## src/exec_defs.svh

```systemverilog
/*
  Sizing macros for the execute stage: datapath width, register and
  completion-buffer counts, result queue depth and unit latencies.
*/
`ifndef EXEC_DEFS_SVH
`define EXEC_DEFS_SVH

// datapath
`define EXEC_XLEN        32
`define EXEC_NUM_REGS    32

// completion buffer and result queue, queue depth a power of two
`define EXEC_CB_ENTRIES  16
`define EXEC_RQ_DEPTH    8

// unit latencies in cycles from go to result
`define EXEC_MUL_STAGES  3
`define EXEC_DIV_CYCLES  33

`endif

```

## src/exec_isa_pkg.sv

```systemverilog
/*
  Instruction-level types shared by the execute units and the testbench:
  data word, register index, operation and exception codes.
*/
`include "exec_defs.svh"

package exec_isa_pkg;

  typedef logic [`EXEC_XLEN-1:0] word_t;
  typedef logic [$clog2(`EXEC_NUM_REGS)-1:0] reg_idx_t;

  // operations the execute stage knows about
  typedef enum logic [4:0] {
    OP_ADD, OP_SUB, OP_AND, OP_OR, OP_XOR,
    OP_SLT, OP_SLTU, OP_SLL, OP_SRL, OP_SRA,
    OP_BEQ, OP_BNE, OP_BLT, OP_BGE,
    OP_JAL, OP_JALR,
    OP_MUL, OP_MULHU,
    OP_DIVU, OP_REMU
  } exec_op_t;

  typedef enum logic {
    NO_EXCEPTION,
    MAL_TARGET
  } exc_t;

endpackage

```

## src/exec_pipe_pkg.sv

```systemverilog
/*
  Pipeline types for the execute stage: issue and result packets,
  redirect, unit select and the FSM state encodings.
*/
`include "exec_defs.svh"

package exec_pipe_pkg;

  typedef logic [$clog2(`EXEC_CB_ENTRIES)-1:0] cb_idx_t;
  // occupancy and credit counts, 0 up to the full queue depth
  typedef logic [$clog2(`EXEC_RQ_DEPTH+1)-1:0] rq_count_t;

  typedef enum logic [1:0] {
    FU_ALU,
    FU_MUL,
    FU_DIV
  } fu_t;

  typedef struct packed {
    exec_isa_pkg::exec_op_t op;
    exec_isa_pkg::word_t    rs1_data;
    exec_isa_pkg::word_t    rs2_data;
    exec_isa_pkg::word_t    imm;
    exec_isa_pkg::word_t    pc;
    logic                   prediction;
    exec_isa_pkg::reg_idx_t rd;
    cb_idx_t                cb_idx;
  } issue_t;

  typedef struct packed {
    cb_idx_t                cb_idx;
    exec_isa_pkg::reg_idx_t rd;
    exec_isa_pkg::word_t    wdata;
    logic                   wen;
    exec_isa_pkg::exc_t     exc;
  } result_t;

  typedef struct packed {
    logic                valid;
    exec_isa_pkg::word_t target;
  } redirect_t;

  typedef enum logic {DIV_IDLE, DIV_RUN} div_state_t;
  typedef enum logic [1:0] {WB_IDLE, WB_REQ, WB_WAIT_LOW} wb_state_t;

endpackage

```

## src/issue_dispatch.sv

```systemverilog
/*
  Issue side of the execute stage. Runs the four-phase issue handshake,
  picks the unit for each operation and holds back acceptance when the
  result queue could not absorb every result already in flight.
*/
`timescale 1ns/1ns

module issue_dispatch (
  input  logic                     CLK,
  input  logic                     nRST,
  input  logic                     issue_req,
  input  exec_pipe_pkg::issue_t    issue_pkt,
  input  logic                     div_busy,
  input  exec_pipe_pkg::rq_count_t free_count,
  input  logic [1:0]               retire_count,
  output logic                     issue_ack,
  output logic                     alu_go,
  output logic                     mul_go,
  output logic                     div_go,
  output exec_pipe_pkg::issue_t    op_pkt
);

  import exec_isa_pkg::*;
  import exec_pipe_pkg::*;

  fu_t       unit;
  rq_count_t in_flight;
  logic      can_take;
  logic      accept;

  function automatic fu_t unit_of(exec_op_t op);
    case (op)
      OP_MUL, OP_MULHU: unit_of = FU_MUL;
      OP_DIVU, OP_REMU: unit_of = FU_DIV;
      default:          unit_of = FU_ALU;
    endcase
  endfunction

  assign unit = unit_of(issue_pkt.op);

  // every result in flight must already own a free queue slot
  assign can_take = (in_flight < free_count) && !((unit == FU_DIV) && div_busy);
  assign accept   = issue_req && !issue_ack && can_take;

  always_ff @(posedge CLK, negedge nRST) begin
    if (~nRST) begin
      issue_ack <= 1'b0;
      alu_go    <= 1'b0;
      mul_go    <= 1'b0;
      div_go    <= 1'b0;
      in_flight <= '0;
    end else begin
      alu_go <= accept && (unit == FU_ALU);
      mul_go <= accept && (unit == FU_MUL);
      div_go <= accept && (unit == FU_DIV);
      // ack drops on the first edge that sees req low
      if (accept)
        issue_ack <= 1'b1;
      else if (!issue_req)
        issue_ack <= 1'b0;
      in_flight <= in_flight + rq_count_t'(accept) - rq_count_t'(retire_count);
    end
  end

  // one packet register shared by all three units
  always_ff @(posedge CLK) begin
    if (accept)
      op_pkt <= issue_pkt;
  end

endmodule

```

## src/alu_branch_unit.sv

```systemverilog
/*
  Single-cycle integer ALU with branch and jump resolution. Produces the
  result one cycle after go, together with a redirect when the path
  changes. Misaligned targets come back as MAL_TARGET carrying the pc.
*/
`timescale 1ns/1ns
`include "exec_defs.svh"

module alu_branch_unit (
  input  logic                     CLK,
  input  logic                     nRST,
  input  logic                     alu_go,
  input  exec_pipe_pkg::issue_t    op_pkt,
  output exec_pipe_pkg::result_t   alu_res,
  output logic                     alu_valid,
  output exec_pipe_pkg::redirect_t redirect
);

  import exec_isa_pkg::*;
  import exec_pipe_pkg::*;

  localparam int SHAMT_W = $clog2(`EXEC_XLEN);

  word_t   a, b, alu_out;
  word_t   pc4, br_target, jalr_sum, jump_target, next_pc;
  logic    is_branch, is_jump, taken, mal;
  result_t res_next;
  logic    redir_valid;

  assign a = op_pkt.rs1_data;
  assign b = op_pkt.rs2_data;

  always_comb begin
    case (op_pkt.op)
      OP_ADD:  alu_out = a + b;
      OP_SUB:  alu_out = a - b;
      OP_AND:  alu_out = a & b;
      OP_OR:   alu_out = a | b;
      OP_XOR:  alu_out = a ^ b;
      OP_SLT:  alu_out = word_t'($signed(a) < $signed(b));
      OP_SLTU: alu_out = word_t'(a < b);
      OP_SLL:  alu_out = a << b[SHAMT_W-1:0];
      OP_SRL:  alu_out = a >> b[SHAMT_W-1:0];
      OP_SRA:  alu_out = word_t'($signed(a) >>> b[SHAMT_W-1:0]);
      default: alu_out = '0;
    endcase
  end

  // branch compare
  always_comb begin
    case (op_pkt.op)
      OP_BEQ:  taken = (a == b);
      OP_BNE:  taken = (a != b);
      OP_BLT:  taken = ($signed(a) < $signed(b));
      OP_BGE:  taken = ($signed(a) >= $signed(b));
      default: taken = 1'b0;
    endcase
  end

  assign is_branch = op_pkt.op inside {OP_BEQ, OP_BNE, OP_BLT, OP_BGE};
  assign is_jump   = op_pkt.op inside {OP_JAL, OP_JALR};

  assign pc4         = op_pkt.pc + 4;
  assign br_target   = op_pkt.pc + op_pkt.imm;
  assign jalr_sum    = a + op_pkt.imm;
  // jalr clears bit 0 of its target
  assign jump_target = (op_pkt.op == OP_JALR) ? {jalr_sum[`EXEC_XLEN-1:1], 1'b0} : br_target;
  assign next_pc     = is_jump ? jump_target : (taken ? br_target : pc4);
  assign mal         = (is_branch || is_jump) && (next_pc[1:0] != 2'b00);

  always_comb begin
    res_next.cb_idx = op_pkt.cb_idx;
    res_next.rd     = op_pkt.rd;
    res_next.exc    = NO_EXCEPTION;
    if (mal) begin
      res_next.wdata = op_pkt.pc;
      res_next.wen   = 1'b0;
      res_next.exc   = MAL_TARGET;
    end else if (is_branch) begin
      // branches report where the path really goes
      res_next.wdata = next_pc;
      res_next.wen   = 1'b0;
    end else if (is_jump) begin
      res_next.wdata = pc4;
      res_next.wen   = 1'b1;
    end else begin
      res_next.wdata = alu_out;
      res_next.wen   = 1'b1;
    end
  end

  assign redir_valid = !mal && (is_jump || (is_branch && (taken != op_pkt.prediction)));

  always_ff @(posedge CLK, negedge nRST) begin
    if (~nRST) begin
      alu_valid <= 1'b0;
      redirect  <= '0;
    end else begin
      alu_valid <= alu_go;
      redirect  <= '{valid: alu_go && redir_valid, target: next_pc};
    end
  end

  always_ff @(posedge CLK) begin
    if (alu_go)
      alu_res <= res_next;
  end

endmodule

```

## src/multiply_pipe.sv

```systemverilog
/*
  Three-stage unsigned multiplier. A new multiply may enter every cycle;
  the valid flag and tag shift along a delay line beside the product.
*/
`timescale 1ns/1ns
`include "exec_defs.svh"

module multiply_pipe (
  input  logic                   CLK,
  input  logic                   nRST,
  input  logic                   mul_go,
  input  exec_pipe_pkg::issue_t  op_pkt,
  output exec_pipe_pkg::result_t mul_res,
  output logic                   mul_valid
);

  import exec_isa_pkg::*;
  import exec_pipe_pkg::*;

  localparam int LAST = `EXEC_MUL_STAGES - 1;

  typedef struct packed {
    cb_idx_t  cb_idx;
    reg_idx_t rd;
    logic     high;
  } mul_tag_t;

  logic [LAST:0]             vld_q;
  mul_tag_t                  tag_q [`EXEC_MUL_STAGES];
  word_t                     a_q, b_q;
  logic [2*`EXEC_XLEN-1:0]   prod_q;
  word_t                     wdata_q;

  always_ff @(posedge CLK, negedge nRST) begin
    if (~nRST)
      vld_q <= '0;
    else
      vld_q <= {vld_q[LAST-1:0], mul_go};
  end

  always_ff @(posedge CLK) begin
    tag_q[0] <= '{cb_idx: op_pkt.cb_idx, rd: op_pkt.rd, high: op_pkt.op == OP_MULHU};
    for (int i = 1; i < `EXEC_MUL_STAGES; i++)
      tag_q[i] <= tag_q[i-1];
    // stage 1 operands, stage 2 full product, stage 3 half select
    a_q     <= op_pkt.rs1_data;
    b_q     <= op_pkt.rs2_data;
    prod_q  <= {{`EXEC_XLEN{1'b0}}, a_q} * {{`EXEC_XLEN{1'b0}}, b_q};
    wdata_q <= tag_q[LAST-1].high ? prod_q[2*`EXEC_XLEN-1:`EXEC_XLEN]
                                  : prod_q[`EXEC_XLEN-1:0];
  end

  assign mul_valid = vld_q[LAST];
  assign mul_res   = '{cb_idx: tag_q[LAST].cb_idx,
                       rd:     tag_q[LAST].rd,
                       wdata:  wdata_q,
                       wen:    1'b1,
                       exc:    NO_EXCEPTION};

endmodule

```

## src/divide_unit.sv

```systemverilog
/*
  Iterative restoring unsigned divider. Loads on go, then runs one
  quotient bit per cycle; the result appears 33 cycles after go.
  Division by zero naturally gives all ones and the dividend back.
*/
`timescale 1ns/1ns
`include "exec_defs.svh"

module divide_unit (
  input  logic                   CLK,
  input  logic                   nRST,
  input  logic                   div_go,
  input  exec_pipe_pkg::issue_t  op_pkt,
  output exec_pipe_pkg::result_t div_res,
  output logic                   div_valid,
  output logic                   div_busy
);

  import exec_isa_pkg::*;
  import exec_pipe_pkg::*;

  localparam int XLEN  = `EXEC_XLEN;
  localparam int CNT_W = $clog2(`EXEC_DIV_CYCLES);

  typedef logic [CNT_W-1:0] cnt_t;

  div_state_t      state;
  cnt_t            count;
  word_t           quo_q, rem_q, dsr_q;
  cb_idx_t         cb_q;
  reg_idx_t        rd_q;
  logic            want_rem_q;
  logic [XLEN:0]   shifted, diff;

  // one restoring step: shift in the next dividend bit and try a subtract
  assign shifted = {rem_q, quo_q[XLEN-1]};
  assign diff    = shifted - {1'b0, dsr_q};

  always_ff @(posedge CLK, negedge nRST) begin
    if (~nRST) begin
      state     <= DIV_IDLE;
      count     <= '0;
      div_valid <= 1'b0;
    end else begin
      div_valid <= 1'b0;
      case (state)
        DIV_IDLE: begin
          if (div_go) begin
            state <= DIV_RUN;
            count <= cnt_t'(`EXEC_DIV_CYCLES - 1);
          end
        end
        DIV_RUN: begin
          count <= count - 1'b1;
          // last iteration, result shows next cycle
          if (count == cnt_t'(1)) begin
            state     <= DIV_IDLE;
            div_valid <= 1'b1;
          end
        end
        default: state <= DIV_IDLE;
      endcase
    end
  end

  always_ff @(posedge CLK) begin
    if ((state == DIV_IDLE) && div_go) begin
      quo_q      <= op_pkt.rs1_data;
      rem_q      <= '0;
      dsr_q      <= op_pkt.rs2_data;
      // tag stays put until the next load
      cb_q       <= op_pkt.cb_idx;
      rd_q       <= op_pkt.rd;
      want_rem_q <= (op_pkt.op == OP_REMU);
    end else if (state == DIV_RUN) begin
      if (!diff[XLEN]) begin
        rem_q <= diff[XLEN-1:0];
        quo_q <= {quo_q[XLEN-2:0], 1'b1};
      end else begin
        rem_q <= shifted[XLEN-1:0];
        quo_q <= {quo_q[XLEN-2:0], 1'b0};
      end
    end
  end

  assign div_busy = div_go || (state == DIV_RUN);
  assign div_res  = '{cb_idx: cb_q,
                      rd:     rd_q,
                      wdata:  want_rem_q ? rem_q : quo_q,
                      wen:    1'b1,
                      exc:    NO_EXCEPTION};

endmodule

```

## src/result_queue.sv

```systemverilog
/*
  Result FIFO between the execute units and the writeback port. Takes up
  to three results per cycle in ALU, MUL, DIV order and gives one back.
  retire_count reports how many results are written this cycle.
*/
`timescale 1ns/1ns
`include "exec_defs.svh"

module result_queue (
  input  logic                     CLK,
  input  logic                     nRST,
  input  exec_pipe_pkg::result_t   alu_res,
  input  logic                     alu_valid,
  input  exec_pipe_pkg::result_t   mul_res,
  input  logic                     mul_valid,
  input  exec_pipe_pkg::result_t   div_res,
  input  logic                     div_valid,
  input  logic                     pop,
  output exec_pipe_pkg::result_t   head,
  output logic                     empty,
  output exec_pipe_pkg::rq_count_t free_count,
  output logic [1:0]               retire_count
);

  import exec_pipe_pkg::*;

  localparam int PTR_W = $clog2(`EXEC_RQ_DEPTH);

  typedef logic [PTR_W-1:0] ptr_t;

  result_t   mem [`EXEC_RQ_DEPTH];
  ptr_t      wr_ptr, rd_ptr;
  ptr_t      mul_slot, div_slot;
  rq_count_t count;
  logic [1:0] n_wr;

  // later ports land behind the earlier ones in the same cycle
  assign mul_slot = wr_ptr + ptr_t'(alu_valid);
  assign div_slot = mul_slot + ptr_t'(mul_valid);
  assign n_wr     = 2'(alu_valid) + 2'(mul_valid) + 2'(div_valid);

  always_ff @(posedge CLK) begin
    if (alu_valid)
      mem[wr_ptr] <= alu_res;
    if (mul_valid)
      mem[mul_slot] <= mul_res;
    if (div_valid)
      mem[div_slot] <= div_res;
  end

  // pointers wrap on their own since the depth is a power of two
  always_ff @(posedge CLK, negedge nRST) begin
    if (~nRST) begin
      wr_ptr <= '0;
      rd_ptr <= '0;
      count  <= '0;
    end else begin
      wr_ptr <= wr_ptr + ptr_t'(n_wr);
      rd_ptr <= rd_ptr + ptr_t'(pop);
      count  <= count + rq_count_t'(n_wr) - rq_count_t'(pop);
    end
  end

  assign head         = mem[rd_ptr];
  assign empty        = (count == '0);
  assign free_count   = rq_count_t'(`EXEC_RQ_DEPTH) - count;
  assign retire_count = n_wr;

endmodule

```

## src/writeback_port.sv

```systemverilog
/*
  Drains the result queue onto the completion buffer, one result per
  four-phase req/ack exchange. wb_result holds still until ack arrives.
*/
`timescale 1ns/1ns

module writeback_port (
  input  logic                   CLK,
  input  logic                   nRST,
  input  exec_pipe_pkg::result_t head,
  input  logic                   empty,
  input  logic                   wb_ack,
  output logic                   pop,
  output logic                   wb_req,
  output exec_pipe_pkg::result_t wb_result
);

  import exec_pipe_pkg::*;

  wb_state_t state;

  assign pop    = (state == WB_IDLE) && !empty;
  assign wb_req = (state == WB_REQ);

  always_ff @(posedge CLK, negedge nRST) begin
    if (~nRST) begin
      state <= WB_IDLE;
    end else begin
      case (state)
        WB_IDLE:     if (!empty) state <= WB_REQ;
        WB_REQ:      if (wb_ack) state <= WB_WAIT_LOW;
        // ack must fall before the next result goes out
        WB_WAIT_LOW: if (!wb_ack) state <= WB_IDLE;
        default:     state <= WB_IDLE;
      endcase
    end
  end

  always_ff @(posedge CLK) begin
    if (pop)
      wb_result <= head;
  end

endmodule

```

## src/ooo_execute_stage.sv

```systemverilog
/*
  Execute stage top level. Issue dispatch feeds the ALU, multiplier and
  divider; their results meet in the result queue and leave through the
  writeback port. Redirects come straight from the ALU.
*/
`timescale 1ns/1ns

module ooo_execute_stage (
  input  logic                     CLK,
  input  logic                     nRST,
  input  logic                     issue_req,
  input  exec_pipe_pkg::issue_t    issue_pkt,
  input  logic                     wb_ack,
  output logic                     issue_ack,
  output logic                     wb_req,
  output exec_pipe_pkg::result_t   wb_result,
  output exec_pipe_pkg::redirect_t redirect
);

  import exec_pipe_pkg::*;

  issue_t     op_pkt;
  logic       alu_go, mul_go, div_go;
  logic       div_busy;
  result_t    alu_res, mul_res, div_res, head;
  logic       alu_valid, mul_valid, div_valid;
  logic       empty, pop;
  rq_count_t  free_count;
  logic [1:0] retire_count;

  issue_dispatch issue_dispatch_inst (
    .CLK(CLK), .nRST(nRST),
    .issue_req(issue_req), .issue_pkt(issue_pkt),
    .div_busy(div_busy), .free_count(free_count), .retire_count(retire_count),
    .issue_ack(issue_ack),
    .alu_go(alu_go), .mul_go(mul_go), .div_go(div_go),
    .op_pkt(op_pkt)
  );

  alu_branch_unit alu_branch_unit_inst (
    .CLK(CLK), .nRST(nRST),
    .alu_go(alu_go), .op_pkt(op_pkt),
    .alu_res(alu_res), .alu_valid(alu_valid), .redirect(redirect)
  );

  multiply_pipe multiply_pipe_inst (
    .CLK(CLK), .nRST(nRST),
    .mul_go(mul_go), .op_pkt(op_pkt),
    .mul_res(mul_res), .mul_valid(mul_valid)
  );

  divide_unit divide_unit_inst (
    .CLK(CLK), .nRST(nRST),
    .div_go(div_go), .op_pkt(op_pkt),
    .div_res(div_res), .div_valid(div_valid), .div_busy(div_busy)
  );

  // fixed priority ALU, MUL, DIV when several finish together
  result_queue result_queue_inst (
    .CLK(CLK), .nRST(nRST),
    .alu_res(alu_res), .alu_valid(alu_valid),
    .mul_res(mul_res), .mul_valid(mul_valid),
    .div_res(div_res), .div_valid(div_valid),
    .pop(pop),
    .head(head), .empty(empty),
    .free_count(free_count), .retire_count(retire_count)
  );

  writeback_port writeback_port_inst (
    .CLK(CLK), .nRST(nRST),
    .head(head), .empty(empty), .wb_ack(wb_ack),
    .pop(pop), .wb_req(wb_req), .wb_result(wb_result)
  );

endmodule

```

## config.mk

```make
export PLATFORM = sky130hd
export DESIGN_NAME = ooo_execute_stage
export DESIGN_NICKNAME = d
export VERILOG_FILES = /design/src/exec_isa_pkg.sv /design/src/exec_pipe_pkg.sv /design/src/issue_dispatch.sv /design/src/alu_branch_unit.sv /design/src/multiply_pipe.sv /design/src/divide_unit.sv /design/src/result_queue.sv /design/src/writeback_port.sv /design/src/ooo_execute_stage.sv
export VERILOG_INCLUDE_DIRS = /design/src
export SDC_FILE = /design/constraint.sdc
export NUM_CORES = 2
export LEC_CHECK = 0
export ABC_AREA = 1
export BUFFER_PORTS_ARGS = -buffer_cell sky130_fd_sc_hd__buf_2
export CAP_MARGIN = 20
export CELL_PAD_IN_SITES_DETAIL_PLACEMENT = 0
export CELL_PAD_IN_SITES_GLOBAL_PLACEMENT = 2
export CORE_UTILIZATION = 40
export CTS_BUF_LIST = sky130_fd_sc_hd__clkbuf_4
export CTS_CLUSTER_SIZE = 40
export DETAILED_ROUTE_END_ITERATION = 8
export GPL_TIMING_DRIVEN = 1
export PLACE_DENSITY = 0.93
export REMOVE_ABC_BUFFERS = 1
export SYNTH_ARGS = -nofsm -noshare
export SYNTH_HDL_FRONTEND = slang
export SYNTH_SLANG_ARGS = --single-unit
```

## constraint.sdc

```tcl
create_clock -name CLK -period 14.7 [get_ports CLK]
set_input_delay 0 -clock CLK [delete_from_list [all_inputs] [get_ports CLK]]
set_output_delay 0 -clock CLK [all_outputs]
set_load 0.05 [all_outputs]
```

==> out/qor.yml <==
run_status:
  status: "completed"
logic_synthesis:
  synth_warnings: 0
  async_flop_share: 0.0697
  yosys-top-cells-area: "edfxtp_1 (21%), fa_1 (20%), nand2_1 (11%)"
  synth_most_common_cell: "nand2_1"
  synthDistinctLibCells: 68
  synthFlopType: "edfxtp_1"
  ys_ff_latch: 933
  yosysTopAreaCell: "edfxtp_1"
  postSynthAreaPerCell_um2: 7.84
  synth_area_mm2: 0.0896
  ys_seq_area_frac: 0.283
  syn_inst: 11427
  synth_common_cells: "nand2_1 (2532), inv_1 (2075), o21ai_0 (1287)"
  yosys.area.top_type_share: 0.212
  synth_edf_count: 631
floorplanning:
  fp.dieW_um: 475
  initial_core_util: 0.403
  chipHeight_um: 475
  core_mm2: 0.222
  rows: 173
  dieArea_mm2: 0.226
  io_pins: 225
clock_network:
  cts_tree: "done"
  cts_resized: 0
  cts_max_level: 4
  numCtsBuffers: 239
  cts_hold_repair.buffers: 430
  cts.sinks: 933
  ctsRootBufferMaster: "clkbuf_4"
  cts_buffer_depth: 3
  cts_setup_buffers: 0
  clk_latency_ns: 1.33
  clkTransAtPathRegs_ns: 0.07
min_path:
  hp-start: "wb_ack"
  min_path_type: "in -> reg"
sta:
  finalSetupViolCount: 0
  tns_ns: 0
  hold_viol_final: 0
  grt_setup_unrepaired: "false"
  slew_headroom: 0.225
  min_period_ns: 7.77
  finalMaxSlewViolations: 0
  tightestPinTransition_ns: 1.16
  final.setup_skew_ns: 0.116
  finalCritPeriodShare: 0.529
  clock.fmax_mhz: 129
critical_path:
  cp_num_buf_inv: 5
  cpLargestDelayFamily: "adder cells"
  required_ns: 15.84
  arrival_ns: 8.91
  worst_setup_path_end_kind: "flip-flop"
  path_class: "reg -> reg"
  crit_fanout: 32
  rr_startpoint: "multiply_pipe_inst.b_q[6]$_DFF_P_"
  start_kind: "flip-flop"
  critPathMaxStageDelay_ns: 0.99
  cp-startpoint: "multiply_pipe_inst.b_q[6]$_DFF_P_"
  r2r_setup_slack_ns: 6.93
  crit_path_frequent_cell: "fa_1"
  slowest_stage: "dfxtp_2"
grt:
  grt_pass1_wl_mm: 531
  grt_use_total: 0.319
  grt_overflow: 0
  grt_pass1_vias: 81009
  antenna_found_initial: 29
  grt_max_degree: 88
place:
  gp_congestion: 0.965
  dp_hpwl_mm: 257
  portBuffers: 224
  placed_cells: 14173
flow_run:
  drv_cap: 0
route:
  drt_wl_total_mm: 361
  vias_per_cell: 5.43
  wl_per_cell_um: 24.0
  final_antenna_net_count: 0
  drcViolationCount: 0
  first_iter_violations: 8724
  drtPass1Iterations: 8
  via_count: 81719
final_layout:
  layout.cells.non_filler: 15060
  num-nets-final: 13400
  area_growth_pct: 12.8
  utilization: 0.454
  final-seq-area_mm2: 0.0253
  fillers: 21980
  multi_input_area_mm2: 0.0540
  drive_above_1_share: 0.0787
## worst reg2reg max path, delay by kind of cell (launching register included)
family	cells	cell delay [ns]
AOI/OAI and AO/OA	3	1.01
xor gates and xnor gates	1	0.15
adders and majority gates	9	4.24
buffers and inverters	5	0.34
DFF	1	0.99
and+or+nand+nor	8	0.96
## metrics by stage
step                      cell area (µm²)  setup slack, ns  hold slack [ns]
after floorplan                     87100             5.52           -0.296
after detailed placement            93400             7.01           0.0729
after CTS                          101000             6.97           0.0124
after global placement              93400             6.99           0.0703
after global routing               101000             6.47           0.0556
final                              101000             6.93            0.137
## sequential cells by signal, summed over array words and instances (netlist names), 5 cells and up
name and count:
multiply_pipe_inst.tag_q 29, divide_unit_inst.rd_q 5, divide_unit_inst.count 6, multiply_pipe_inst.prod_q 64, multiply_pipe_inst.a_q 32, alu_branch_unit_inst.redirect 33
multiply_pipe_inst.wdata_q 32, multiply_pipe_inst.b_q 32, issue_dispatch_inst.op_pkt 143, alu_branch_unit_inst.alu_res 43, divide_unit_inst.rem_q 32, divide_unit_inst.dsr_q 32
writeback_port_inst.wb_result 43, result_queue_inst.mem 344, divide_unit_inst.quo_q 32
## cell families (layout without fill, tap and decap cells)
group | after synthesis | after routing | synth area share
and+or+nand+nor | 4104 | 4104 | 0.187
xor gates and xnor gates | 149 | 149 | 0.0146
DFF | 933 | 933 | 0.283
buffers and inverters | 2733 | 3375 | 0.116
AOI/OAI and AO/OA | 2079 | 2079 | 0.126
muxes | 46 | 46 | 0.00559
adders and majority gates | 1383 | 1383 | 0.269
other | 0 | 16 | 0
## layer usage
metal  share of wire  wire length (µm)  vias up  global-route usage
met5         0.00016                58        -                   0
met4           0.040             14400       10               0.120
met3           0.085             30800      685              0.0509
met2            0.45            161000     3893               0.497
met1            0.43            155000    39877               0.443
li1                -                 -    37254                   -
## final timing paths
path | endpoint | depth (start not counted)
worst min-delay path | writeback_port_inst.state[1]$_DFFE_PN0P_ | 5
worst max register to register | multiply_pipe_inst.prod_q[57]$_DFF_P_ | 26
max in group asynchronous | alu_branch_unit_inst.redirect[27]$_DFF_PN0_ | 6
min in group asynchronous | result_queue_inst.rd_ptr[1]$_DFF_PN0_ | 5
worst min register to register | multiply_pipe_inst.tag_q[0][15]$_DFF_P_ | 0
worst max-delay path | multiply_pipe_inst.prod_q[57]$_DFF_P_ | 26
## cells in the final DEF, fill, tap and decap left out, types with 58 or more instances in the layout
cell type,n
nor2_1,723
nand3_1,613
xnor2_1,61
fa_1,905
xor2_1,88
dlygate4sd3_1,429
o21ai_0,1283
a31oi_1,74
nand2_1,2518
dfrtp_1,62
edfxtp_1,631
inv_1,2071
a21oi_1,387
ha_1,478
clkbuf_4,370
nor3_1,73
o22ai_1,58
dfxtp_1,235
buf_2,223
o211ai_1,69
buf_4,166
## cell type report
| type | count | area share |
|---|---|---|
| Sequential cell | 933 | 0.251 |
| Tap cell | 2975 | 0.0368 |
| Multi-Input combinational cell | 7761 | 0.535 |
| Clock inverter | 70 | 0.00427 |
| Inverter | 2114 | 0.0787 |
| Timing Repair Buffer | 821 | 0.0666 |
| Antenna cell | 16 | 0.000396 |
| Clock buffer | 370 | 0.0275 |
Power is left out: the tool's default activity adds up to more than one toggle a clock period on the data nets, which glitch-free logic cannot reach.
